<file path="src/design/rv_cfg.svh">
`ifndef RV_CFG_SVH
`define RV_CFG_SVH

// integer register and datapath width
`define RV_XLEN 64

// architectural integer registers
`define RV_REG_NUM 32

// bits needed to name one register
`define RV_REG_AW 5

`endif

</file>
<file path="src/design/rv_pkg.sv">
`include "rv_cfg.svh"

package rv_pkg;

    typedef logic [`RV_XLEN-1:0]   xword_t;
    typedef logic [`RV_REG_AW-1:0] reg_addr_t;

    typedef enum logic [3:0] {
        ALU_ADD,
        ALU_SUB,
        ALU_SLL,
        ALU_SLT,
        ALU_SLTU,
        ALU_XOR,
        ALU_SRL,
        ALU_SRA,
        ALU_OR,
        ALU_AND,
        ALU_PASS_B
    } alu_op_e;

    typedef enum logic [1:0] {
        SRC1_REG,
        SRC1_PC,
        SRC1_ZERO
    } src1_sel_e;

    // four is the link offset for jal/jalr
    typedef enum logic [1:0] {
        SRC2_REG,
        SRC2_IMM,
        SRC2_FOUR
    } src2_sel_e;

    typedef enum logic [2:0] {
        IMM_I,
        IMM_S,
        IMM_B,
        IMM_U,
        IMM_J
    } imm_sel_e;

    typedef enum logic [3:0] {
        BR_NONE,
        BR_JAL,
        BR_JALR,
        BR_EQ,
        BR_NE,
        BR_LT,
        BR_GE,
        BR_LTU,
        BR_GEU
    } br_type_e;

    // matches funct3[1:0] of loads and stores
    typedef enum logic [1:0] {
        MEM_B,
        MEM_H,
        MEM_W,
        MEM_D
    } mem_size_e;

endpackage

</file>
<file path="src/design/id_regfile.sv">
`timescale 1ns/1ps
`include "rv_cfg.svh"

module id_regfile
    import rv_pkg::*;
(
    input  logic      clk,
    input  logic      rst_i,
    input  logic      we_i,
    input  reg_addr_t waddr_i,
    input  xword_t    wdata_i,
    input  reg_addr_t raddr1_i,
    input  reg_addr_t raddr2_i,
    output xword_t    rdata1_o,
    output xword_t    rdata2_o
);

    xword_t regs [`RV_REG_NUM];

    always_ff @(posedge clk) begin
        if (rst_i) begin
            for (int i = 0; i < `RV_REG_NUM; i++) begin
                regs[i] <= '0;
            end
        end else if (we_i && waddr_i != '0) begin
            regs[waddr_i] <= wdata_i;
        end
    end

    // x0 is hardwired
    assign rdata1_o = (raddr1_i == '0) ? '0 : regs[raddr1_i];
    assign rdata2_o = (raddr2_i == '0) ? '0 : regs[raddr2_i];

endmodule

</file>
<file path="config.mk">
export PLATFORM = sky130hd
export DESIGN_NAME = id_regfile
export DESIGN_NICKNAME = d
export VERILOG_FILES = /design/src/design/rv_pkg.sv /design/src/design/id_regfile.sv
export VERILOG_INCLUDE_DIRS = /design/src /design/src/design
export SDC_FILE = /design/constraint.sdc
export NUM_CORES = 2
export LEC_CHECK = 0
export BUFFER_PORTS_ARGS = -buffer_cell sky130_fd_sc_hd__buf_2
export CORE_UTILIZATION = 25
export CTS_CLUSTER_DIAMETER = 200
export CTS_CLUSTER_SIZE = 40
export DETAILED_ROUTE_END_ITERATION = 7
export PLACE_DENSITY_LB_ADDON = 0.15
export SLEW_MARGIN = 20
export SYNTH_ARGS = -nofsm -noshare
export SYNTH_HDL_FRONTEND = slang
export SYNTH_SLANG_ARGS = --single-unit
</file>
<file path="constraint.sdc">
create_clock -name clk -period 2.64 [get_ports clk]
set_input_delay 0.132 -clock clk [delete_from_list [all_inputs] [get_ports clk]]
set_output_delay 0.132 -clock clk [all_outputs]
set_load 0.02 [all_outputs]
</file>
==> flow_metrics.tcl <==
set metrics [dict create \
    layout_commonest_cell "edfxtp_1" \
    ir_drop_mv 0.618 \
    vias 70800 \
    cts_buffers 57 \
    finalHoldViolations 0 \
    clock_sinks 2048 \
    synthesis.area_mm2 0.108 \
    crit_path_top_delay_cell "a2111oi_4" \
    root_buffer "clkbuf_16" \
    area_delta_synth_final_pct 17.9 \
    top_register "regs" \
    ant_nets 0 \
    required_ps 2510 \
    ys_ff_latch 2048 \
    slew_headroom 0.357 \
    largest_reg_flops 2048 \
    clkSlewWorstSetupHoldPaths_ps 170 \
    power_density_mw_per_mm2 523 \
    end_kind "output pin" \
    avgViaCountPerCell 5.40 \
    worst-path-max-fanout 2 \
    p_sw_mw 19.4 \
    max_freq_mhz 319 \
    grt_pass1_wl_um 695000 \
    hp-class "in2reg" \
    maxCapViolations 0 \
    fp-row-count 241 \
    tightest_slew_ps 964 \
    dp_cells 13000 \
    synth_edf_count 2048 \
    fin_area_mm2 0.128 \
    yosysWarnings 0 \
    slowest_delay_ps 820 \
    timing.hold.ws_ps 229 \
    synthCells 7055 \
    leakage_nw 43.1 \
    ctsLongestPathBuffers 3 \
    firstDrtPassIters 5 \
    hpwl_um 328000 \
    fin_crit_sh 1.19 \
    io_pins 210 \
    yosysUniqueCellTypes 44 \
    nNetsFinal 7435 \
    total_power_mw 66.8 \
    antenna_found_initial 96 \
    setup_ws_ps -495 \
    gp_congestion 0.833 \
    grt_remaining_overflow 0 \
    cp.arrival_ps 3000 \
    die_area_mm2 0.436 \
    fp.coreArea_mm2 0.431 \
    path_class "reg2out" \
    avgSynthCellArea_um2 15.3 \
    grt_max_degree 77 \
    slew_viol_final 0 \
    seq_area_frac_synth 0.568 \
    floorplan.initialDensity 0.251 \
    switching_share 0.291 \
    top_regs "regs x2048" \
    cts_tree "yes" \
    drive_gt1_frac 0.315 \
    port_buffers 209 \
    synth-async-reset-ratio 0 \
    die_x_um 660 \
    fin_crit_ps 3140 \
    final_cell_mix "2048 x edfxtp_1, 1985 x and2_1, 906 x mux4_2, 383 x buf_4, 355 x mux2i_1" \
    combPwrFrac 0.203 \
    dieHeight_um 660 \
    fin_cells 13100 \
    placed_cell_area_mm2 0.123 \
    synth-main-ff-cell "edfxtp_1" \
    drt-initial-drc-count 8341 \
    status "complete, but fails checks" \
    cpMostUsedCell "a2111oi_4" \
    clkPwrFrac 0.221 \
    cts_max_level 2 \
    internal_power_mw 47.3 \
    grt_usage 0.237 \
    seqPwrFrac 0.575 \
    wl_per_cell_um 40.1 \
    rsz0062_at_grt "yes" \
    violations "setup timing" \
    drt-total-wl_um 527000 \
    startpoint_type "flop" \
    path_cells "mux4_2 -> mux2i_1 -> nor2_1 -> a2111oi_4 -> a2111oi_4 -> buf_4" \
    setup_viol 105 \
    finalSetupTns_ps -18470 \
    drcViolationCount 0 \
    grt_pass1_vias 70800 \
]
-- power groups by stage --
stage          logic, mW  registers (mW)  clock network, mW
3_3_place_gp        12.6            39.0                  0
3_5_place_dp        12.6            39.1                  0
4_1_cts             13.5            38.4               15.1
5_1_grt             13.9            38.6               15.7
6_report            13.6            38.4               14.8
2_1_floorplan       6.15            38.8                  0
-- critical path: cells and delay by family, from the launching register on --
family / cells / cell delay, ps
AOI/OAI and AO/OA: 2 / 890
muxes: 2 / 340
buffers and inverters: 1 / 280
DFF: 1 / 390
and+or+nand+nor: 1 / 210
-- final timing paths --
kind / startpoint / end / slack, ps / cells after the start
setup / recovery: regs[5][47]$_SDFFCE_PN0P_ / rdata1_o[47] / -500 / 6
hold / removal: waddr_i[1] / regs[18][8]$_SDFFCE_PN0P_ / 230 / 5
-- routing by layer --
layer  global-route usage  up-vias  share of wire  wire [um]
met5                    0        -        0.00011         56
met4               0.0801        8          0.041      21400
met3               0.0307      654          0.067      35200
met2                0.411     3419           0.49     259000
met1                0.305    39000           0.40     211000
li1                     -    27700              -          -
-- cells in the mapped netlist, types with 6 or more instances --
cell / n / area, um2
a2111oi_0: 12 / 105
nand2b_1: 7 / 43.8
a32oi_1: 30 / 263
clkbuf_1: 575 / 2160
a221oi_1: 58 / 508
mux4_2: 906 / 20400
a21o_1: 42 / 315
o21ai_0: 10 / 50.1
and3_1: 31 / 194
o2111ai_1: 30 / 263
edfxtp_1: 2048 / 61500
nor2_1: 57 / 214
buf_1: 47 / 176
mux2_2: 122 / 1370
nor2b_1: 15 / 93.8
mux2i_1: 363 / 3630
o22a_1: 6 / 52.6
a21oi_1: 49 / 245
nand3_1: 22 / 110
a22o_1: 30 / 263
a211oi_1: 11 / 82.6
o211ai_1: 30 / 225
nor4_1: 9 / 56.3
buf_4: 36 / 270
o22ai_1: 100 / 626
and2_1: 1986 / 12400
nand2_1: 108 / 405
buf_6: 23 / 259
a22oi_1: 74 / 556
buf_2: 107 / 536
o221ai_1: 54 / 473
or2_2: 35 / 219
-- final cells by class --
| class | count | area, um2 |
|---|---|---|
| Antenna cell | 63 | 158 |
| Clock buffer | 59 | 1480 |
| Clock inverter | 3 | 68.8 |
| Fill cell | 42400 | 303000 |
| Inverter | 2 | 11.3 |
| Multi-Input combinational cell | 4278 | 45600 |
| Sequential cell | 2048 | 61500 |
| Tap cell | 5710 | 7140 |
| Timing Repair Buffer | 966 | 11600 |
-- per-stage QoR --
step	worst slack [ps]	utilization
global route	-547	0.296
global placement	-1000	0.285
detailed placement	-550	0.286
floorplan	231	-
CTS	-502	0.295
finish	-495	0.296
-- cells by family (layout without fill, tap and decap cells) --
group / Yosys count / in the layout / synth area share
multiplexers: 1391 / 1391 / 0.235
AO/OA/AOI/OAI: 539 / 539 / 0.0375
other: 1 / 127 / 0.0000346
AND/OR/NAND/NOR: 2284 / 2284 / 0.128
flip-flops: 2048 / 2048 / 0.568
buffers and inverters: 792 / 1030 / 0.0317
-- what timing repair did --
item,CTS,global route
endpoints found under the setup margin,128,127
setup buffers,7,9
hold endpoints to repair,2022,0
resized for setup,530,56
pin swaps,211,55
hold buffers,65,0
(Power assumes the default switching activity.)
