--- src/design/rv_cfg.svh ---
`ifndef RV_CFG_SVH
`define RV_CFG_SVH

// integer register and datapath width
`define RV_XLEN 64

// architectural integer registers
`define RV_REG_NUM 32

// bits needed to name one register
`define RV_REG_AW 5

`endif

--- src/design/rv_pkg.sv ---
`include "rv_cfg.svh"

package rv_pkg;

    typedef logic [`RV_XLEN-1:0]   xword_t;
    typedef logic [`RV_REG_AW-1:0] reg_addr_t;

    typedef enum logic [3:0] {
        ALU_ADD,
        ALU_SUB,
        ALU_SLL,
        ALU_SLT,
        ALU_SLTU,
        ALU_XOR,
        ALU_SRL,
        ALU_SRA,
        ALU_OR,
        ALU_AND,
        ALU_PASS_B
    } alu_op_e;

    typedef enum logic [1:0] {
        SRC1_REG,
        SRC1_PC,
        SRC1_ZERO
    } src1_sel_e;

    // four is the link offset for jal/jalr
    typedef enum logic [1:0] {
        SRC2_REG,
        SRC2_IMM,
        SRC2_FOUR
    } src2_sel_e;

    typedef enum logic [2:0] {
        IMM_I,
        IMM_S,
        IMM_B,
        IMM_U,
        IMM_J
    } imm_sel_e;

    typedef enum logic [3:0] {
        BR_NONE,
        BR_JAL,
        BR_JALR,
        BR_EQ,
        BR_NE,
        BR_LT,
        BR_GE,
        BR_LTU,
        BR_GEU
    } br_type_e;

    // matches funct3[1:0] of loads and stores
    typedef enum logic [1:0] {
        MEM_B,
        MEM_H,
        MEM_W,
        MEM_D
    } mem_size_e;

endpackage

--- src/design/id_branch.sv ---
`timescale 1ns/1ps
`include "rv_cfg.svh"

module id_branch
    import rv_pkg::*;
(
    input  xword_t   pc_i,
    input  xword_t   rs1_val_i,
    input  xword_t   rs2_val_i,
    input  xword_t   imm_b_i,
    input  xword_t   imm_i_i,
    input  xword_t   imm_j_i,
    input  br_type_e br_type_i,
    output logic     taken_o,
    output xword_t   target_o
);

    localparam int MSB = `RV_XLEN - 1;

    xword_t diff;
    logic   carry;
    logic   eq;
    logic   lt;
    logic   ltu;
    xword_t target_raw;

    // a - b as a + ~b + 1, carry out means a >= b unsigned
    assign {carry, diff} = {1'b0, rs1_val_i} + {1'b0, ~rs2_val_i} + 1'b1;

    assign eq  = (diff == '0);
    assign ltu = ~carry;
    assign lt  = (rs1_val_i[MSB] != rs2_val_i[MSB]) ? rs1_val_i[MSB] : diff[MSB];

    always_comb begin
        case (br_type_i)
            BR_JAL:  taken_o = 1'b1;
            BR_JALR: taken_o = 1'b1;
            BR_EQ:   taken_o = eq;
            BR_NE:   taken_o = ~eq;
            BR_LT:   taken_o = lt;
            BR_GE:   taken_o = ~lt;
            BR_LTU:  taken_o = ltu;
            BR_GEU:  taken_o = ~ltu;
            default: taken_o = 1'b0;
        endcase
    end

    always_comb begin
        case (br_type_i)
            BR_JAL:  target_raw = pc_i + imm_j_i;
            BR_JALR: target_raw = (rs1_val_i + imm_i_i) & {{MSB{1'b1}}, 1'b0};
            default: target_raw = pc_i + imm_b_i;
        endcase
    end

    assign target_o = taken_o ? target_raw : '0;

endmodule

--- config.mk ---
export PLATFORM = sky130hd
export DESIGN_NAME = id_branch
export DESIGN_NICKNAME = d
export VERILOG_FILES = /design/src/design/rv_pkg.sv /design/src/design/id_branch.sv
export VERILOG_INCLUDE_DIRS = /design/src /design/src/design
export SDC_FILE = /design/constraint.sdc
export NUM_CORES = 1
export LEC_CHECK = 0
export CAP_MARGIN = 20
export CELL_PAD_IN_SITES_DETAIL_PLACEMENT = 0
export CELL_PAD_IN_SITES_GLOBAL_PLACEMENT = 1
export CORE_MARGIN = 2
export CORE_UTILIZATION = 47
export DETAILED_ROUTE_END_ITERATION = 8
export DONT_BUFFER_PORTS = 1
export PLACE_DENSITY = 0.93
export SYNTH_ARGS = -nofsm -noshare
export SYNTH_HDL_FRONTEND = slang
export SYNTH_SLANG_ARGS = --single-unit
--- constraint.sdc ---
create_clock -name vclk -period 8
set_clock_uncertainty 0.15 [all_clocks]
set_input_delay 0.4 -clock vclk [all_inputs]
set_output_delay 0.4 -clock vclk [all_outputs]
set_load 0.005 [all_outputs]
==> results of run 1 <==
-- worst min-delay path by stage --
stage | from | end | slack, ns | depth (start not counted)
5_1_grt | pc_i[0] | target_o[0] | 0.92 | 3
3_3_place_gp | pc_i[0] | target_o[0] | 0.90 | 3
2_1_floorplan | pc_i[0] | target_o[0] | 0.88 | 3
4_1_cts | pc_i[0] | target_o[0] | 0.90 | 3
3_5_place_dp | pc_i[0] | target_o[0] | 0.90 | 3
6_report | pc_i[0] | target_o[0] | 0.90 | 3
-- repair_timing --
item                                    CTS  global route
endpoints found under the setup margin    0            48
resized for setup                         0             1
endpoints found under the hold margin     0             0
-- cells by family after synthesis --
group	count (synthesis)
AOI/OAI and AO/OA	748
and+or+nand+nor	663
buffers and inverters	210
adders and majority gates	193
xor gates and xnor gates	134
muxes	76
-- power by group through the flow --
stage | sequential [mW] | combinational, mW | clock (mW)
floorplan | 0 | 0.973 | 0
global placement | 0 | 1.28 | 0
detailed placement | 0 | 1.27 | 0
CTS | 0 | 1.28 | 0
global route | 0 | 1.42 | 0.0000000335
finish | 0 | 1.32 | 0.0000000674
-- worst max-delay path: cells and delay by family --
family | cells | cell delay [ns]
AND/OR/NAND/NOR | 14 | 3.08
AO/OA/AOI/OAI | 10 | 1.76
adder cells (fa/ha/maj) | 2 | 1.05
multiplexers | 1 | 0.38
buffers and inverters | 2 | 0.31
-- layout by cell type (no fill, tap or decap), drive strengths merged, types with 50 or more instances in the layout --
cell type / Yosys / final
nand2: 166 / 166
nand4: 50 / 50
inv: 121 / 121
nor2: 192 / 192
xor2: 61 / 61
mux2: 64 / 64
a21o: 107 / 107
xnor2: 73 / 73
a21oi: 249 / 249
o21ai: 120 / 120
ha: 189 / 189
-- per-layer routing --
layer  wire [µm]  part of all wire
met3        4580             0.081
met2       24900              0.44
met1       24100              0.43
met4        2800             0.050
met5          17           0.00030
-- per-stage QoR --
step / hold WS, ns / util / std cells
2_1_floorplan: 0.884 / - / 2024
3_3_place_gp: 0.901 / 0.484 / 2329
3_5_place_dp: 0.903 / 0.484 / 2329
4_1_cts: 0.903 / 0.484 / 2329
5_1_grt: 0.916 / 0.485 / 2331
6_report: 0.898 / 0.485 / 2333
-- area by class of cell --
| type | count | area share |
|---|---|---|
| antenna | 4 | 0.000719 |
| inverter | 122 | 0.0329 |
| multi-input combinational | 1814 | 0.925 |
| tap | 384 | 0.0345 |
| timing repair buffer | 9 | 0.00665 |
==> impl_metrics.env, run 1 <==
export IMPL_use_met1=0.474
export IMPL_via_count=15800
export IMPL_finalCriticalPeriod_ns=7.59
export IMPL_gp_congestion=1.05
export IMPL_total_power_mw=1.32
export IMPL_io_pins=453
export IMPL_port_buffers=0
export IMPL_synthesis_nets=2605
export IMPL_yosysMostFrequentCell="a21oi_1"
export IMPL_routed_wl_mm=56.4
export IMPL_yosys_area_top_type="ha_1"
export IMPL_antenna_found_initial=3
export IMPL_tns_ns=0
export IMPL_yosysSeqAreaShare=0
export IMPL_die_area_um2=30600
export IMPL_switching_share=0.621
export IMPL_firstDrtPassIters=5
export IMPL_grt_pass1_wl_mm=84.2
export IMPL_fin_ws_ns=0.410
export IMPL_start_kind="input port"
export IMPL_met3_usage=0.0348
export IMPL_nFillCells=2936
export IMPL_synth_area_per_cell_um2=6.78
export IMPL_met2_usage=0.551
export IMPL_seq_cells=0
export IMPL_avgViaCountPerCell=6.77
export IMPL_power_density_nw_per_um2=94.7
export IMPL_area_delta_synth_final_pct=1.45
export IMPL_synthTopCellsByCount="a21oi_1, ha_1, nand2_1"
export IMPL_ir_worst_vdd_mv=0.0348
export IMPL_die_y_um=175
export IMPL_initial_core_util=0.478
export IMPL_core_area_um2=28700
export IMPL_seq_area_um2=0
export IMPL_critPathMaxStageDelay_ns=0.56
export IMPL_final_cell_area_um2=13900
export IMPL_yosys_area_share_xor_xnor=0.0855
export IMPL_clockPowerShare=0
export IMPL_yosys_area_share_simple=0.247
export IMPL_worst_path_max_delay_cell="fa_1"
export IMPL_syn_inst=2024
export IMPL_synth_adder_area_share=0.178
export IMPL_p_leak_nw=6.09
export IMPL_nClkBuffers=0
export IMPL_post_route_period_util=0.949
export IMPL_drv_cap=0
export IMPL_arrival_ns=7.04
export IMPL_relSlewSlack=0.368
export IMPL_synth_distinct_cells=97
export IMPL_report_final_slew_viol_count=0
export IMPL_multiInputGateArea_um2=12900
export IMPL_synthTopCellsByArea="ha_1, a21oi_1, a21o_1, mux2_2, xnor2_1"
export IMPL_fmax_mhz=132
export IMPL_ant_nets=0
export IMPL_pre_cts_ws_ns=0.532
export IMPL_layout_drive_gt1_share=0.0905
export IMPL_synth_compound_area_frac=0.364
export IMPL_dp_hpwl_mm=48.4
export IMPL_power_frac_seq=0
export IMPL_hold_path_class="input port to output pin"
export IMPL_die_w_um=175
export IMPL_crit_end="target_o[22]"
export IMPL_synth_area_um2=13700
export IMPL_wl_per_cell_um=24.2
export IMPL_drtIter0Drc=1843
export IMPL_tightest_slew_ns=0.948
export IMPL_startpoint="rs2_val_i[19]"
export IMPL_power_frac_comb=1.000
export IMPL_hold_buffers=0
export IMPL_grt_overflow=0
export IMPL_placed_area_um2=13900
export IMPL_grt_max_degree=83
export IMPL_worstPathRequired_ns=7.45
export IMPL_outcome="finished, final reports clean"
export IMPL_yosys_warnings=0
export IMPL_grt_pass1_vias=14500
export IMPL_nets=2528
export IMPL_synth_top_family_by_area="compound AO/OA/AOI/OAI gates"
export IMPL_drc=0
export IMPL_switchingPower_mw=0.819
export IMPL_crit_type="input port to output pin"
export IMPL_setup_viol=0
export IMPL_p_int_mw=0.499
export IMPL_post_cts_buffers=0
export IMPL_hold_violations=0
export IMPL_netlist_area_leader_share=0.172
export IMPL_end_kind="output pin"
export IMPL_grt_usage=0.345
export IMPL_grt_busiest_layer="met2"
export IMPL_critPathMaxFanout=36
export IMPL_rows=62
export IMPL_synth_mux_area_frac=0.0613
Power figures use the tool's default switching activity.
==> run 2, diff against run 1 <==
--- a/config.mk
+++ b/config.mk
@@ -7,7 +7,7 @@
 export NUM_CORES = 1
 export LEC_CHECK = 0
 export CAP_MARGIN = 20
-export CELL_PAD_IN_SITES_DETAIL_PLACEMENT = 0
+export CELL_PAD_IN_SITES_DETAIL_PLACEMENT = 1
 export CELL_PAD_IN_SITES_GLOBAL_PLACEMENT = 1
 export CORE_MARGIN = 2
 export CORE_UTILIZATION = 47
==> constraint.sdc (replaced) <==
create_clock -name vclk -period 8
set_clock_uncertainty 0.15 [all_clocks]
set_input_delay 1.2 -clock vclk [all_inputs]
set_output_delay 1.2 -clock vclk [all_outputs]
set_load 0.005 [all_outputs]
==> run 2 against run 1 <==
Clock-buffer cell count unchanged. Global-route usage increased by 7.9 points. Largest power group unchanged. Power increased by 15%. Hold slack improved by 1.6 ns. Sequential share of layout area unchanged. Critical path depth increased by 3. The run now ends with negative setup slack left. Critical path type unchanged. Flip-flop and latch count unchanged.
==> impl_metrics.env, run 2 (synthesized netlist as in run 1, its figures left out) <==
export IMPL_grt_overflow=0
export IMPL_whs_path_depth=3
export IMPL_final_cell_mix="a21oi_1, ha_1, nand2_1"
export IMPL_die_w_um=175
export IMPL_outcome="finished, violations left"
export IMPL_grt_busiest_layer="met2"
export IMPL_arrival_ns=6.98
export IMPL_pre_cts_ws_ns=-0.577
export IMPL_worstPathRequired_ns=6.65
export IMPL_nFillCells=3767
export IMPL_tns_ns=-16.73
export IMPL_grt_max_degree=83
export IMPL_tightest_slew_ns=1.08
export IMPL_setup_viol=65
export IMPL_final_cell_area_um2=15300
export IMPL_ir_worst_vdd_mv=0.0458
export IMPL_hold_path_class="input port to output pin"
export IMPL_core_area_um2=28700
export IMPL_drv_cap=0
export IMPL_mostFrequentLayoutCell="a21oi_1"
export IMPL_finalCriticalPeriod_ns=8.33
export IMPL_nClkBuffers=0
export IMPL_rows=62
export IMPL_gp_congestion=1.07
export IMPL_io_pins=453
export IMPL_crit_type="input port to output pin"
export IMPL_seq_cells=0
export IMPL_fin_ws_ns=-0.329
export IMPL_fmax_mhz=120
export IMPL_layout_drive_gt1_share=0.157
export IMPL_report_final_slew_viol_count=0
export IMPL_met3_usage=0.0746
export IMPL_met2_usage=0.701
export IMPL_area_delta_synth_final_pct=11.2
export IMPL_via_count=17400
export IMPL_hold_end="target_o[0]"
export IMPL_dp_hpwl_mm=57.7
export IMPL_grt_pass1_wl_mm=102
export IMPL_final_core_util=0.532
export IMPL_violations="negative setup slack"
export IMPL_avgViaCountPerCell=7.06
export IMPL_port_buffers=0
export IMPL_post_route_period_util=1.04
export IMPL_relSlewSlack=0.282
export IMPL_grt_pass1_vias=17400
export IMPL_seq_area_um2=0
export IMPL_wl_per_cell_um=28.4
export IMPL_initial_core_util=0.478
export IMPL_nets=2653
export IMPL_ant_nets=0
export IMPL_worst_path_max_delay_cell="fa_1"
export IMPL_die_y_um=175
export IMPL_critPathMaxFanout=8
export IMPL_grt_usage=0.423
export IMPL_multiInputGateArea_um2=13100
export IMPL_power_density_nw_per_um2=99.5
export IMPL_p_leak_nw=6.76
export IMPL_end_kind="output pin"
export IMPL_placed_area_um2=14800
export IMPL_hold_start="pc_i[0]"
export IMPL_hold_violations=0
export IMPL_drc=0
export IMPL_use_met1=0.514
export IMPL_routed_wl_mm=69.9
export IMPL_total_power_mw=1.52
export IMPL_antenna_found_initial=7
export IMPL_rsz0062_at_grt="true"
export IMPL_critPathMaxStageDelay_ns=0.52
export IMPL_die_area_um2=30600
export IMPL_drtIter0Drc=1679
export IMPL_firstDrtPassIters=5
export IMPL_start_kind="input port"
export IMPL_path_common_cell="nand4_1"
run 2: critical path: cells and delay by family:
family	cells	cell delay, ns
mux	1	0.27
simple gates	16	2.80
compound gates	8	1.12
buf+inv	5	0.66
fa+ha+maj	2	0.88
run 2: how the worst max path moves through the flow:
stage / start / to / slack, ns / depth (start not counted)
floorplan: rs2_val_i[20] / target_o[38] / 0.14 / 31
global placement: rs2_val_i[19] / target_o[37] / -0.26 / 31
detailed placement: rs2_val_i[19] / target_o[20] / -0.58 / 31
CTS: rs2_val_i[31] / target_o[34] / -0.29 / 32
global route: rs2_val_i[31] / target_o[51] / -0.69 / 32
finish: rs2_val_i[37] / target_o[34] / -0.33 / 32
run 2: layer usage:
layer / up-vias / routed length (µm) / part of all wire
li1: 7623 / - / -
met1: 8309 / 27000 / 0.39
met2: 1103 / 31400 / 0.45
met3: 334 / 6230 / 0.089
met4: 2 / 5260 / 0.075
met5: - / 11 / 0.00016
run 2: final cells by class:
cell class / count / share of cell area
inverters: 122 / 0.0321
multi-input cells: 1814 / 0.860
well taps: 384 / 0.0315
repair buffers: 134 / 0.0757
diodes: 5 / 0.000820
run 2: through the flow:
step | hold slack (ns) | cells
after floorplan | 2.48 | 2024
after global placement | 2.50 | 2445
after detailed placement | 2.51 | 2445
after CTS | 2.51 | 2453
after global routing | 2.53 | 2458
final | 2.51 | 2459
run 2: timing repair:
action / 4_1_cts / 5_1_grt
endpoints found under the setup margin: 65 / 65
resized for setup: 47 / 19
buffers inserted: 6 / 1
pin swaps: 18 / 6
hold buffers: 0 / 0
cloned: 2 / 0
run 2: power breakdown:
| part | total (mW) | switching [mW] | internal (mW) |
|---|---|---|---|
| sequential | 0 | 0 | 0 |
| combinational | 1.52 | 0.933 | 0.585 |
| clock | 0.0000000844 | 0 | 0.0000000844 |
| total | 1.52 | 0.933 | 0.585 |
