## config.mk

```make
export PLATFORM = sky130hd
export DESIGN_NAME = id_ctrl
export DESIGN_NICKNAME = d
export VERILOG_FILES = /design/src/design/rv_pkg.sv /design/src/design/id_ctrl.sv
export VERILOG_INCLUDE_DIRS = /design/src /design/src/design
export SDC_FILE = /design/constraint.sdc
export NUM_CORES = 1
export LEC_CHECK = 0
export ABC_AREA = 1
export BUFFER_PORTS_ARGS = -buffer_cell sky130_fd_sc_hd__buf_2
export CORE_AREA = 4 4 51 53
export DETAILED_ROUTE_END_ITERATION = 8
export DIE_AREA = 0 0 55 57
export SLEW_MARGIN = 5
export SYNTH_ARGS = -nofsm -noshare
export SYNTH_HDL_FRONTEND = slang
export SYNTH_SLANG_ARGS = --single-unit
```

## constraint.sdc

```tcl
create_clock -name vclk -period 1.3
set_input_delay 0.13 -clock vclk [all_inputs]
set_output_delay 0.13 -clock vclk [all_outputs]
set_load 0.005 [all_outputs]
```

## src/design/rv_cfg.svh

```systemverilog
`ifndef RV_CFG_SVH
`define RV_CFG_SVH

// integer register and datapath width
`define RV_XLEN 64

// architectural integer registers
`define RV_REG_NUM 32

// bits needed to name one register
`define RV_REG_AW 5

`endif

```

## src/design/rv_pkg.sv

```systemverilog
`include "rv_cfg.svh"

package rv_pkg;

    typedef logic [`RV_XLEN-1:0]   xword_t;
    typedef logic [`RV_REG_AW-1:0] reg_addr_t;

    typedef enum logic [3:0] {
        ALU_ADD,
        ALU_SUB,
        ALU_SLL,
        ALU_SLT,
        ALU_SLTU,
        ALU_XOR,
        ALU_SRL,
        ALU_SRA,
        ALU_OR,
        ALU_AND,
        ALU_PASS_B
    } alu_op_e;

    typedef enum logic [1:0] {
        SRC1_REG,
        SRC1_PC,
        SRC1_ZERO
    } src1_sel_e;

    // four is the link offset for jal/jalr
    typedef enum logic [1:0] {
        SRC2_REG,
        SRC2_IMM,
        SRC2_FOUR
    } src2_sel_e;

    typedef enum logic [2:0] {
        IMM_I,
        IMM_S,
        IMM_B,
        IMM_U,
        IMM_J
    } imm_sel_e;

    typedef enum logic [3:0] {
        BR_NONE,
        BR_JAL,
        BR_JALR,
        BR_EQ,
        BR_NE,
        BR_LT,
        BR_GE,
        BR_LTU,
        BR_GEU
    } br_type_e;

    // matches funct3[1:0] of loads and stores
    typedef enum logic [1:0] {
        MEM_B,
        MEM_H,
        MEM_W,
        MEM_D
    } mem_size_e;

endpackage

```

## src/design/id_ctrl.sv

```systemverilog
`timescale 1ns/1ps

module id_ctrl
    import rv_pkg::*;
(
    input  logic [31:0] inst_i,
    output alu_op_e     alu_op_o,
    output src1_sel_e   src1_sel_o,
    output src2_sel_e   src2_sel_o,
    output imm_sel_e    imm_sel_o,
    output br_type_e    br_type_o,
    output logic        rd_we_o,
    output logic        mem_en_o,
    output logic        mem_we_o,
    output mem_size_e   mem_size_o,
    output logic        mem_unsigned_o,
    output logic        load_o,
    output logic        rs1_re_o,
    output logic        rs2_re_o
);

    localparam logic [6:0] OPC_LUI    = 7'b0110111;
    localparam logic [6:0] OPC_AUIPC  = 7'b0010111;
    localparam logic [6:0] OPC_JAL    = 7'b1101111;
    localparam logic [6:0] OPC_JALR   = 7'b1100111;
    localparam logic [6:0] OPC_BRANCH = 7'b1100011;
    localparam logic [6:0] OPC_LOAD   = 7'b0000011;
    localparam logic [6:0] OPC_STORE  = 7'b0100011;
    localparam logic [6:0] OPC_OP_IMM = 7'b0010011;
    localparam logic [6:0] OPC_OP     = 7'b0110011;

    logic [6:0] opcode;
    logic [2:0] funct3;
    logic [6:0] funct7;
    logic       illegal;

    assign opcode = inst_i[6:0];
    assign funct3 = inst_i[14:12];
    assign funct7 = inst_i[31:25];

    // alt picks sub/sra over add/srl
    function automatic alu_op_e f3_to_alu(input logic [2:0] f3, input logic alt);
        alu_op_e op;
        case (f3)
            3'b000:  op = alt ? ALU_SUB : ALU_ADD;
            3'b001:  op = ALU_SLL;
            3'b010:  op = ALU_SLT;
            3'b011:  op = ALU_SLTU;
            3'b100:  op = ALU_XOR;
            3'b101:  op = alt ? ALU_SRA : ALU_SRL;
            3'b110:  op = ALU_OR;
            default: op = ALU_AND;
        endcase
        return op;
    endfunction

    always_comb begin
        alu_op_o       = ALU_ADD;
        src1_sel_o     = SRC1_REG;
        src2_sel_o     = SRC2_REG;
        imm_sel_o      = IMM_I;
        br_type_o      = BR_NONE;
        rd_we_o        = 1'b0;
        mem_en_o       = 1'b0;
        mem_we_o       = 1'b0;
        mem_size_o     = mem_size_e'(funct3[1:0]);
        mem_unsigned_o = 1'b0;
        load_o         = 1'b0;
        rs1_re_o       = 1'b0;
        rs2_re_o       = 1'b0;
        illegal        = 1'b0;
        case (opcode)
            OPC_LUI: begin
                rd_we_o    = 1'b1;
                src1_sel_o = SRC1_ZERO;
                src2_sel_o = SRC2_IMM;
                imm_sel_o  = IMM_U;
                alu_op_o   = ALU_PASS_B;
            end
            OPC_AUIPC: begin
                rd_we_o    = 1'b1;
                src1_sel_o = SRC1_PC;
                src2_sel_o = SRC2_IMM;
                imm_sel_o  = IMM_U;
            end
            OPC_JAL: begin
                rd_we_o    = 1'b1;
                src1_sel_o = SRC1_PC;
                src2_sel_o = SRC2_FOUR;
                imm_sel_o  = IMM_J;
                br_type_o  = BR_JAL;
            end
            OPC_JALR: begin
                rd_we_o    = 1'b1;
                rs1_re_o   = 1'b1;
                src1_sel_o = SRC1_PC;
                src2_sel_o = SRC2_FOUR;
                br_type_o  = BR_JALR;
                illegal    = (funct3 != 3'b000);
            end
            OPC_BRANCH: begin
                rs1_re_o  = 1'b1;
                rs2_re_o  = 1'b1;
                imm_sel_o = IMM_B;
                alu_op_o  = ALU_SUB;
                case (funct3)
                    3'b000:  br_type_o = BR_EQ;
                    3'b001:  br_type_o = BR_NE;
                    3'b100:  br_type_o = BR_LT;
                    3'b101:  br_type_o = BR_GE;
                    3'b110:  br_type_o = BR_LTU;
                    3'b111:  br_type_o = BR_GEU;
                    default: illegal   = 1'b1;
                endcase
            end
            OPC_LOAD: begin
                rd_we_o        = 1'b1;
                rs1_re_o       = 1'b1;
                mem_en_o       = 1'b1;
                load_o         = 1'b1;
                src2_sel_o     = SRC2_IMM;
                mem_unsigned_o = funct3[2];
                // no unsigned double
                illegal        = (funct3 == 3'b111);
            end
            OPC_STORE: begin
                rs1_re_o   = 1'b1;
                rs2_re_o   = 1'b1;
                mem_en_o   = 1'b1;
                mem_we_o   = 1'b1;
                src2_sel_o = SRC2_IMM;
                imm_sel_o  = IMM_S;
                illegal    = funct3[2];
            end
            OPC_OP_IMM: begin
                rd_we_o    = 1'b1;
                rs1_re_o   = 1'b1;
                src2_sel_o = SRC2_IMM;
                alu_op_o   = f3_to_alu(funct3, funct3 == 3'b101 && inst_i[30]);
                // rv64 shifts carry a 6-bit shamt
                if (funct3 == 3'b001) begin
                    illegal = (inst_i[31:26] != 6'b000000);
                end else if (funct3 == 3'b101) begin
                    illegal = (inst_i[31:26] != 6'b000000) && (inst_i[31:26] != 6'b010000);
                end
            end
            OPC_OP: begin
                rd_we_o  = 1'b1;
                rs1_re_o = 1'b1;
                rs2_re_o = 1'b1;
                alu_op_o = f3_to_alu(funct3, funct7[5]);
                if (funct7 == 7'b0100000) begin
                    illegal = (funct3 != 3'b000) && (funct3 != 3'b101);
                end else begin
                    illegal = (funct7 != 7'b0000000);
                end
            end
            default: illegal = 1'b1;
        endcase
        // unknown encodings become a no-op
        if (illegal) begin
            br_type_o = BR_NONE;
            rd_we_o   = 1'b0;
            mem_en_o  = 1'b0;
            mem_we_o  = 1'b0;
            load_o    = 1'b0;
            rs1_re_o  = 1'b0;
            rs2_re_o  = 1'b0;
        end
    end

endmodule

```

==> results.py, run 1 <==
metrics = {
    "run_status": {
        "status": "finished, violations left",
        "failed_checks": "setup timing",
    },
    "power": {
        "p_sw_frac": 0.553,
        "p_switching_uw": 135,
        "p_leak_nw": 0.764,
        "clock_power_share": 0,
        "p_int_uw": 109,
        "powerDensity_nw_per_um2": 191,
        "pwr-share-seq": 0,
        "share_comb_of_total_power": 1.000,
        "vdd_drop_max_uv": 126,
    },
    "min_path": {
        "min_from": "inst_i[13]",
        "hold_class": "primary input to primary output",
        "holdPathEnd": "mem_size_o[1]",
        "min_path_cells": 2,
    },
    "sta": {
        "finalMaxSlewViolations": 0,
        "setup_viol": 8,
        "setup_ws_ns": -0.0794,
        "rsz0062_at_grt": "true",
        "tightest_slew_ns": 0.319,
        "hold_viol": 0,
        "min_period_ns": 1.38,
        "holdWs_ns": 0.576,
        "fmax_mhz": 725,
        "slew_headroom": 0.785,
        "fin_crit_sh": 1.06,
    },
    "drt": {
        "drc": 0,
        "via_per_inst": 4.62,
        "drtAntennaViolNets": 0,
        "dr.first_iter.drc_count": 18,
        "finalWirelength_mm": 2.53,
        "num_vias": 1002,
        "first_pass_iters": 4,
        "wl_per_cell_um": 11.7,
    },
    "yosys": {
        "synth_area_leaders": "nand2_1, nor2_1, inv_1, nand3_1, nor2_8",
        "synth_largest_area_cell": "nand2_1",
        "ys_warn_count": 0,
        "syn_area_um2": 617,
        "yosysSeqAreaShare": 0,
        "synth_fp_nets": 157,
        "syn_area_per_cell_um2": 4.93,
        "synth_cell_types": 23,
        "postSynthCellCount": 125,
        "synth_top_cell_area_share": 0.195,
    },
    "cells_and_area": {
        "regArea_um2": 0,
        "nets": 223,
        "multi_input_area_um2": 681,
        "final_layout_size_suffix_gt1_frac": 0.619,
        "layout_common_cells": "buf_2, nand2_1, buf_4, nor2_1, inv_1",
        "nFillCells": 187,
        "utilization": 0.594,
        "antenna_cells": 0,
        "area_growth_pct": 107,
        "final_common_cell": "buf_2",
        "sequential_cell_total": 0,
        "final_cells": 217,
        "num-clock-buffers": 0,
    },
    "floorplanning": {
        "core_area_um2": 2150,
        "ioPinCount": 56,
        "num_rows": 17,
        "die_w_um": 55,
        "die_area_um2": 3140,
        "die_h_um": 57,
        "start_util": 0.287,
    },
    "critical_path": {
        "worst-setup-path-type": "primary input to primary output",
        "critical_path_required_ns": 1.17,
        "crit_fanout": 7,
        "crit_path_end_kind": "primary output",
        "critPathArrivalTime_ns": 1.25,
        "critPathLaunchType": "primary input",
    },
    "place": {
        "portBuffers": 41,
        "dp.final_hpwl_mm": 1.94,
        "gp_congestion": 0.911,
        "dp_cells": 213,
        "pre_cts_slack_ns": -0.186,
    },
    "grt": {
        "grt_max_degree": 11,
        "antenna_found_initial": 0,
        "grt.total_usage": 0.150,
        "grt-ovfl-total": 0,
        "grt_first_pass_wirelength_mm": 3.79,
        "grt_pass1_vias": 915,
    },
    "run": {
        "max_cap_viol_count": 0,
    },
    "clock_network": {
        "cts_hold_buf": 0,
    },
}
cells in the mapped netlist (all sizes together):
library cell  instances
nand2                40
nor2                 38
inv                  19
nand3                11
o21ai                 5
buf                   4
a21oi                 1
a31o                  1
a31oi                 1
nand4                 1
nor3                  1
o2111ai               1
o211ai                1
o31ai                 1
metal layers:
| layer | part of all wire | vias to the layer above | track usage |
|---|---|---|---|
| met4 | 0.026 | 0 | 0 |
| met3 | 0.047 | 6 | 0 |
| li1 | - | 518 | - |
| met5 | 0 | - | 0 |
| met2 | 0.50 | 32 | 0.270 |
| met1 | 0.43 | 446 | 0.209 |
worst max-delay path, stage by stage:
cell     delay [ns]
buf_2          0.11
nand2_4        0.06
nor2_4         0.23
buf_6          0.18
nand2_4        0.06
nor2_4         0.09
a21oi_2        0.07
nand3_4        0.12
nor2_1         0.06
buf_2          0.12
logic make-up after synthesis:
family,Yosys count,synth area share
buffers and inverters,23,0.170
AOI/OAI and AO/OA,11,0.118
and+or+nand+nor,91,0.712
cell type report:
type	count	share of cell area
well taps	28	0.0275
multi-input cells	102	0.533
repair buffers	68	0.374
inverters	19	0.0657
power groups by stage:
stage | Sequential (mW) | Combinational [mW] | Clock, mW
after floorplan | 0 | 0.0918 | 0
after global placement | 0 | 0.177 | 0
after detailed placement | 0 | 0.181 | 0
after CTS | 0 | 0.197 | 0
after global routing | 0 | 0.263 | 0
final | 0 | 0.244 | 0
metrics by stage:
step | setup TNS (ns) | power, mW | instance area (um2)
2_1_floorplan | 0 | 0.0918 | 617
3_3_place_gp | -0.913 | 0.177 | 1020
3_5_place_dp | -1.40 | 0.181 | 1020
4_1_cts | -0.311 | 0.197 | 1080
5_1_grt | -1.15 | 0.263 | 1280
6_report | -0.513 | 0.244 | 1280
what timing repair did:
| item | CTS | global route |
|---|---|---|
| setup endpoints to repair | 14 | 14 |
| gates cloned | 0 | 0 |
| hold endpoints to repair | 0 | 0 |
| resized for setup | 15 | 45 |
| setup buffers | 1 | 3 |
| pin swaps | 13 | 22 |
worst max path at each step:
stage                         to      start  cells after the start  slack (ns)
finish                  mem_en_o  inst_i[0]                     10       -0.08
CTS                      rd_we_o  inst_i[3]                     11       -0.07
detailed placement       rd_we_o  inst_i[3]                     11       -0.19
global placement          load_o  inst_i[3]                     11       -0.12
global route            mem_en_o  inst_i[6]                     10       -0.15
floorplan           br_type_o[1]  inst_i[3]                     10        0.20
Note: power is estimated with default switching activity, not from simulation.
==> run 2: changes to the inputs <==
--- a/config.mk
+++ b/config.mk
@@ -6,11 +6,11 @@
 export SDC_FILE = /design/constraint.sdc
 export NUM_CORES = 1
 export LEC_CHECK = 0
-export ABC_AREA = 1
 export BUFFER_PORTS_ARGS = -buffer_cell sky130_fd_sc_hd__buf_2
-export CORE_AREA = 4 4 51 53
+export CORE_AREA = 4 4 43 45
 export DETAILED_ROUTE_END_ITERATION = 8
-export DIE_AREA = 0 0 55 57
+export DIE_AREA = 0 0 47 49
+export PLACE_DENSITY = 0.82
 export SLEW_MARGIN = 5
 export SYNTH_ARGS = -nofsm -noshare
 export SYNTH_HDL_FRONTEND = slang
==> run 2 against run 1 <==
Compared with the run above: the run still ends with setup timing left; design area is 20% lower; worst hold slack worse by 0.0096 ns; cell count is 26% lower; count of clock-buffer cells in the layout stayed put; global-route usage is 6.0 points higher; non-clock buffer count is 4 lower; sequential share of layout area stayed put; critical path depth is 4 lower; first-iteration DRC count is 110% higher; fmax is 17% lower; synthesized cell count is 28% lower; flip-flop and latch count stayed put.
==> results.py, run 2 <==
metrics = {
    "cells_and_area": {
        "postLayoutCellArea_um2": 1020,
        "sequential_cell_total": 0,
        "final_layout_size_suffix_gt1_frac": 0.586,
        "num-clock-buffers": 0,
        "regArea_um2": 0,
        "antenna_cells": 0,
        "area_growth_pct": 91.6,
        "final_common_cell": "buf_2",
        "nets": 179,
        "layout_common_cells": "buf_2, buf_4, nor2_1, nand2_1, o21ai_0",
        "utilization": 0.696,
        "nFillCells": 119,
    },
    "grt": {
        "met1_usage": 0.241,
        "grt_max_degree": 14,
        "grt_first_pass_wirelength_mm": 3.73,
        "use_met2": 0.371,
        "use_met3": 0.0258,
        "grt.total_usage": 0.210,
        "antenna_found_initial": 0,
        "top_usage_layer": "met2",
        "grt_pass1_vias": 858,
        "grt-ovfl-total": 0,
    },
    "yosys": {
        "synth_fp_nets": 122,
        "syn_area_per_cell_um2": 5.94,
        "synth.most_common_cell": "nor2_1",
        "synthTopCellsByCount": "nor2_1, nand2_1, o21ai_0",
        "ys_warn_count": 0,
        "synth_area_leaders": "nor2_1, nand2_1, o21ai_0, nor3b_1, a21oi_1",
        "syn_area_um2": 534,
        "yosysSeqAreaShare": 0,
        "synth_top_cell_area_share": 0.0984,
        "synth_largest_area_cell": "nor2_1",
        "synth_cell_types": 32,
        "postSynthCellCount": 90,
    },
    "critical_path": {
        "worst-setup-path-type": "primary input to primary output",
        "critPathArrivalTime_ns": 1.53,
        "critical_path_required_ns": 1.17,
        "slowest_delay_ns": 0.57,
        "critPathLaunchType": "primary input",
        "crit_slowest_cell": "or4_4",
        "crit_fanout": 2,
        "crit_chain": "buf_6 > or4_4 > nor3_4 > a21boi_2 > a2111oi_4 > buf_2",
        "crit_path_end_kind": "primary output",
    },
    "power": {
        "pwr-share-seq": 0,
        "p_switching_uw": 118,
        "p_leak_nw": 0.517,
        "p_sw_frac": 0.527,
        "powerDensity_nw_per_um2": 219,
        "share_comb_of_total_power": 1.000,
        "clock_power_share": 0,
        "vdd_drop_max_uv": 104,
        "p_int_uw": 106,
    },
    "drt": {
        "drc": 0,
        "via_per_inst": 5.86,
        "drtAntennaViolNets": 0,
        "num_vias": 943,
        "first_pass_iters": 4,
        "dr.first_iter.drc_count": 37,
        "wl_per_cell_um": 15.7,
        "finalWirelength_mm": 2.53,
    },
    "sta": {
        "tightest_slew_ns": 0.446,
        "setup_viol": 7,
        "hold_viol": 0,
        "slew_headroom": 0.699,
        "finalMaxSlewViolations": 0,
        "fin_crit_sh": 1.28,
        "rsz0062_at_grt": "true",
        "fmax_mhz": 601,
        "fin_setup_tns_ns": -1.33,
        "setup_ws_ns": -0.364,
        "min_period_ns": 1.66,
    },
    "run_status": {
        "failed_checks": "setup timing",
        "status": "finished, violations left",
    },
    "floorplanning": {
        "ioPinCount": 56,
        "core_area_um2": 1470,
        "die_area_um2": 2300,
        "die_w_um": 47,
        "num_rows": 14,
        "die_h_um": 49,
        "start_util": 0.363,
    },
    "place": {
        "pre_cts_slack_ns": -0.390,
        "dp.final_hpwl_mm": 1.78,
        "placed_area_um2": 908,
        "portBuffers": 41,
        "gp_congestion": 0.813,
    },
    "min_path": {
        "hold_class": "primary input to primary output",
    },
    "clock_network": {
        "cts_hold_buf": 0,
    },
    "run": {
        "max_cap_viol_count": 0,
    },
}
run 2: changes by cell type after synthesis, sizes merged, moves of 6 or more:
cell | before | now
a21oi | 1 | 7
clkbuf | 0 | 6
inv | 19 | 2
nand2 | 40 | 11
nand3 | 11 | 3
nor2 | 38 | 14
run 2: what timing repair did:
item / in CTS / in global routing
cloned: 0 / 0
pin swaps: 8 / 7
setup buffers: 1 / 1
gates resized for setup: 18 / 5
setup endpoints to repair: 10 / 11
run 2: through the flow:
step	hold slack [ns]	std cells	power, mW
3_5_place_dp	0.531	160	0.193
3_3_place_gp	0.530	160	0.187
6_report	0.566	161	0.224
5_1_grt	0.572	161	0.240
2_1_floorplan	0.341	90	0.0983
4_1_cts	0.556	161	0.213
run 2: kinds of logic (layout without fill, tap and decap cells):
family,Yosys count,after routing,synth area share
buf+inv,11,66,0.0937
mux,2,2,0.0422
simple gates,51,51,0.508
compound gates,25,25,0.340
xor+xnor,1,1,0.0164
run 2: power by group through the flow:
stage                     logic (mW)  clock network [mW]  registers (mW)
final                          0.224                   0               0
after global routing           0.240                   0               0
after floorplan               0.0983                   0               0
after CTS                      0.213                   0               0
after detailed placement       0.193                   0               0
after global placement         0.187                   0               0
run 2: area by class of cell:
type | instances | area [um2] | area share
well taps | 16 | 20.0 | 0.0196
multi-input cells | 79 | 589 | 0.576
inverters | 2 | 7.51 | 0.00733
repair buffers | 64 | 407 | 0.397
run 2: final timing paths:
check / from / to / cells after the start
setup / recovery: inst_i[28] / rd_we_o / 6
hold / removal: inst_i[13] / mem_size_o[1] / 2
run 2: worst max-delay path, delay by kind of cell:
kind            cells  cell delay, ns
compound gates      2            0.43
buf+inv             2            0.25
simple gates        2            0.74
run 2: metal layers:
metal / wire length [um] / share of wire
met5: 0 / 0
met4: 93 / 0.037
met3: 225 / 0.089
met2: 1300 / 0.51
met1: 909 / 0.36
==> run 3: changes to the inputs <==
--- a/config.mk
+++ b/config.mk
@@ -7,10 +7,10 @@
 export NUM_CORES = 1
 export LEC_CHECK = 0
 export BUFFER_PORTS_ARGS = -buffer_cell sky130_fd_sc_hd__buf_2
-export CORE_AREA = 4 4 43 45
+export CORE_AREA = 4 4 45 47
 export DETAILED_ROUTE_END_ITERATION = 8
-export DIE_AREA = 0 0 47 49
-export PLACE_DENSITY = 0.82
+export DIE_AREA = 0 0 49 51
+export PLACE_DENSITY = 0.79
 export SLEW_MARGIN = 5
 export SYNTH_ARGS = -nofsm -noshare
 export SYNTH_HDL_FRONTEND = slang
==> constraint.sdc (replaced) <==
create_clock -name vclk -period 1.4
set_input_delay 0.14 -clock vclk [all_inputs]
set_output_delay 0.14 -clock vclk [all_outputs]
set_load 0.005 [all_outputs]
==> run 3 against run 2 <==
Compared with the run above: the flow still finishes with violations (setup timing); wire length is 5.2% lower; critical path type unchanged; first-iteration DRC count fell by 62%; core utilization shrank 11 points; sequential share of layout area unchanged; global-route usage down 3.7 points; critical path depth did not move; non-clock buffer count decreased by 2; die area grew 8.5%; combinational power decreased by 13%.
==> results.py, run 3 (synthesis gave the netlist of run 2 again) <==
metrics = {
    "run_status": {
        "status": "finished, violations left",
        "failed_checks": "setup timing",
    },
    "power": {
        "p_leak_nw": 0.485,
        "clock_power_share": 0,
        "share_comb_of_total_power": 1.000,
        "p_switching_uw": 104,
        "vdd_drop_max_uv": 93.8,
        "pwr-share-seq": 0,
        "p_int_uw": 92.1,
        "powerDensity_nw_per_um2": 202,
        "p_sw_frac": 0.530,
        "power.total_uw": 196,
    },
    "cells_and_area": {
        "num-clock-buffers": 0,
        "antenna_cells": 0,
        "utilization": 0.586,
        "final_layout_size_suffix_gt1_frac": 0.573,
        "nets": 177,
        "sequential_cell_total": 0,
        "final_common_cell": "buf_2",
        "regArea_um2": 0,
        "area_growth_pct": 81.3,
        "layout_common_cells": "buf_2, buf_4, nor2_1, nand2_1, o21ai_0",
    },
    "grt": {
        "grt-ovfl-total": 0,
        "grt_first_pass_wirelength_mm": 3.64,
        "grt.total_usage": 0.173,
        "grt_pass1_vias": 821,
        "grt_max_degree": 15,
        "antenna_found_initial": 0,
    },
    "drt": {
        "wl_per_cell_um": 15.0,
        "finalWirelength_mm": 2.39,
        "drc": 0,
        "via_per_inst": 5.61,
        "dr.first_iter.drc_count": 14,
        "num_vias": 897,
        "first_pass_iters": 4,
        "drtAntennaViolNets": 0,
    },
    "floorplanning": {
        "core_area_um2": 1650,
        "die_h_um": 51,
        "ioPinCount": 56,
        "num_rows": 15,
        "start_util": 0.323,
        "die_area_um2": 2500,
        "die_w_um": 49,
    },
    "critical_path": {
        "cp-startpoint": "inst_i[28]",
        "slowest_delay_ns": 0.56,
        "crit_chain": "buf_6 > or4_4 > nor3_4 > a21boi_2 > a2111oi_4 > buf_2",
        "crit_slowest_cell": "or4_4",
        "worst-setup-path-type": "primary input to primary output",
        "crit_fanout": 2,
        "endpoint": "rd_we_o",
        "crit_path_end_kind": "primary output",
        "critical_path_required_ns": 1.26,
        "critPathArrivalTime_ns": 1.55,
        "critPathLaunchType": "primary input",
    },
    "min_path": {
        "hold_class": "primary input to primary output",
        "min_from": "inst_i[13]",
    },
    "sta": {
        "fin_setup_tns_ns": -1.04,
        "tightest_slew_ns": 0.343,
        "rsz0062_at_grt": "true",
        "finalMaxSlewViolations": 0,
        "setup_viol": 4,
        "fmax_mhz": 590,
        "min_period_ns": 1.69,
        "setup_ws_ns": -0.294,
        "fin_crit_sh": 1.21,
        "hold_viol": 0,
        "holdWs_ns": 0.602,
        "slew_headroom": 0.769,
    },
    "place": {
        "dp.final_hpwl_mm": 1.75,
        "portBuffers": 41,
        "gp_congestion": 0.959,
    },
    "run": {
        "max_cap_viol_count": 0,
    },
    "clock_network": {
        "cts_hold_buf": 0,
    },
}
-- run 3: critical path: cells and delay by family --
family / cells / cell delay (ns)
simple gates: 2 / 0.74
compound gates: 2 / 0.42
buf+inv: 2 / 0.25
-- run 3: repair_timing --
item | in CTS | in global routing
endpoints found under the setup margin | 8 | 12
pin swaps | 5 | 3
gates resized for setup | 8 | 13
endpoints found under the hold margin | 0 | 0
buffers inserted | 3 | 1
-- run 3: worst min path at each step --
stage                     to  cells past startpoint  slack, ns
4_1_cts        mem_size_o[1]                      2       0.60
2_1_floorplan  mem_size_o[0]                      1       0.36
5_1_grt        mem_size_o[1]                      2       0.62
3_3_place_gp   mem_size_o[1]                      2       0.59
6_report       mem_size_o[1]                      2       0.60
3_5_place_dp   mem_size_o[1]                      2       0.59
-- run 3: metrics by stage --
step	setup WS [ns]	area, um2	instances
finish	-0.294	968	160
global route	-0.380	968	160
CTS	-0.265	926	160
detailed placement	-0.330	865	157
global placement	-0.285	865	157
floorplan	0.00172	546	90
-- run 3: power groups by stage --
| stage | logic (mW) | registers, mW | clock network, mW |
|---|---|---|---|
| 2_1_floorplan | 0.0899 | 0 | 0 |
| 3_3_place_gp | 0.164 | 0 | 0 |
| 3_5_place_dp | 0.172 | 0 | 0 |
| 4_1_cts | 0.182 | 0 | 0 |
| 5_1_grt | 0.212 | 0 | 0 |
| 6_report | 0.196 | 0 | 0 |
-- run 3: metal layers --
layer	up-vias	track usage	part of all wire
met1	416	0.197	0.38
met4	0	0.0179	0.0046
met3	2	0.0175	0.065
li1	433	-	-
met2	46	0.350	0.55
met5	-	0	0
-- run 3: layout make-up --
type	instances	area, um2
inverters	2	7.51
repair buffers	62	389
multi-input cells	79	551
well taps	17	21.3
fillers	165	683
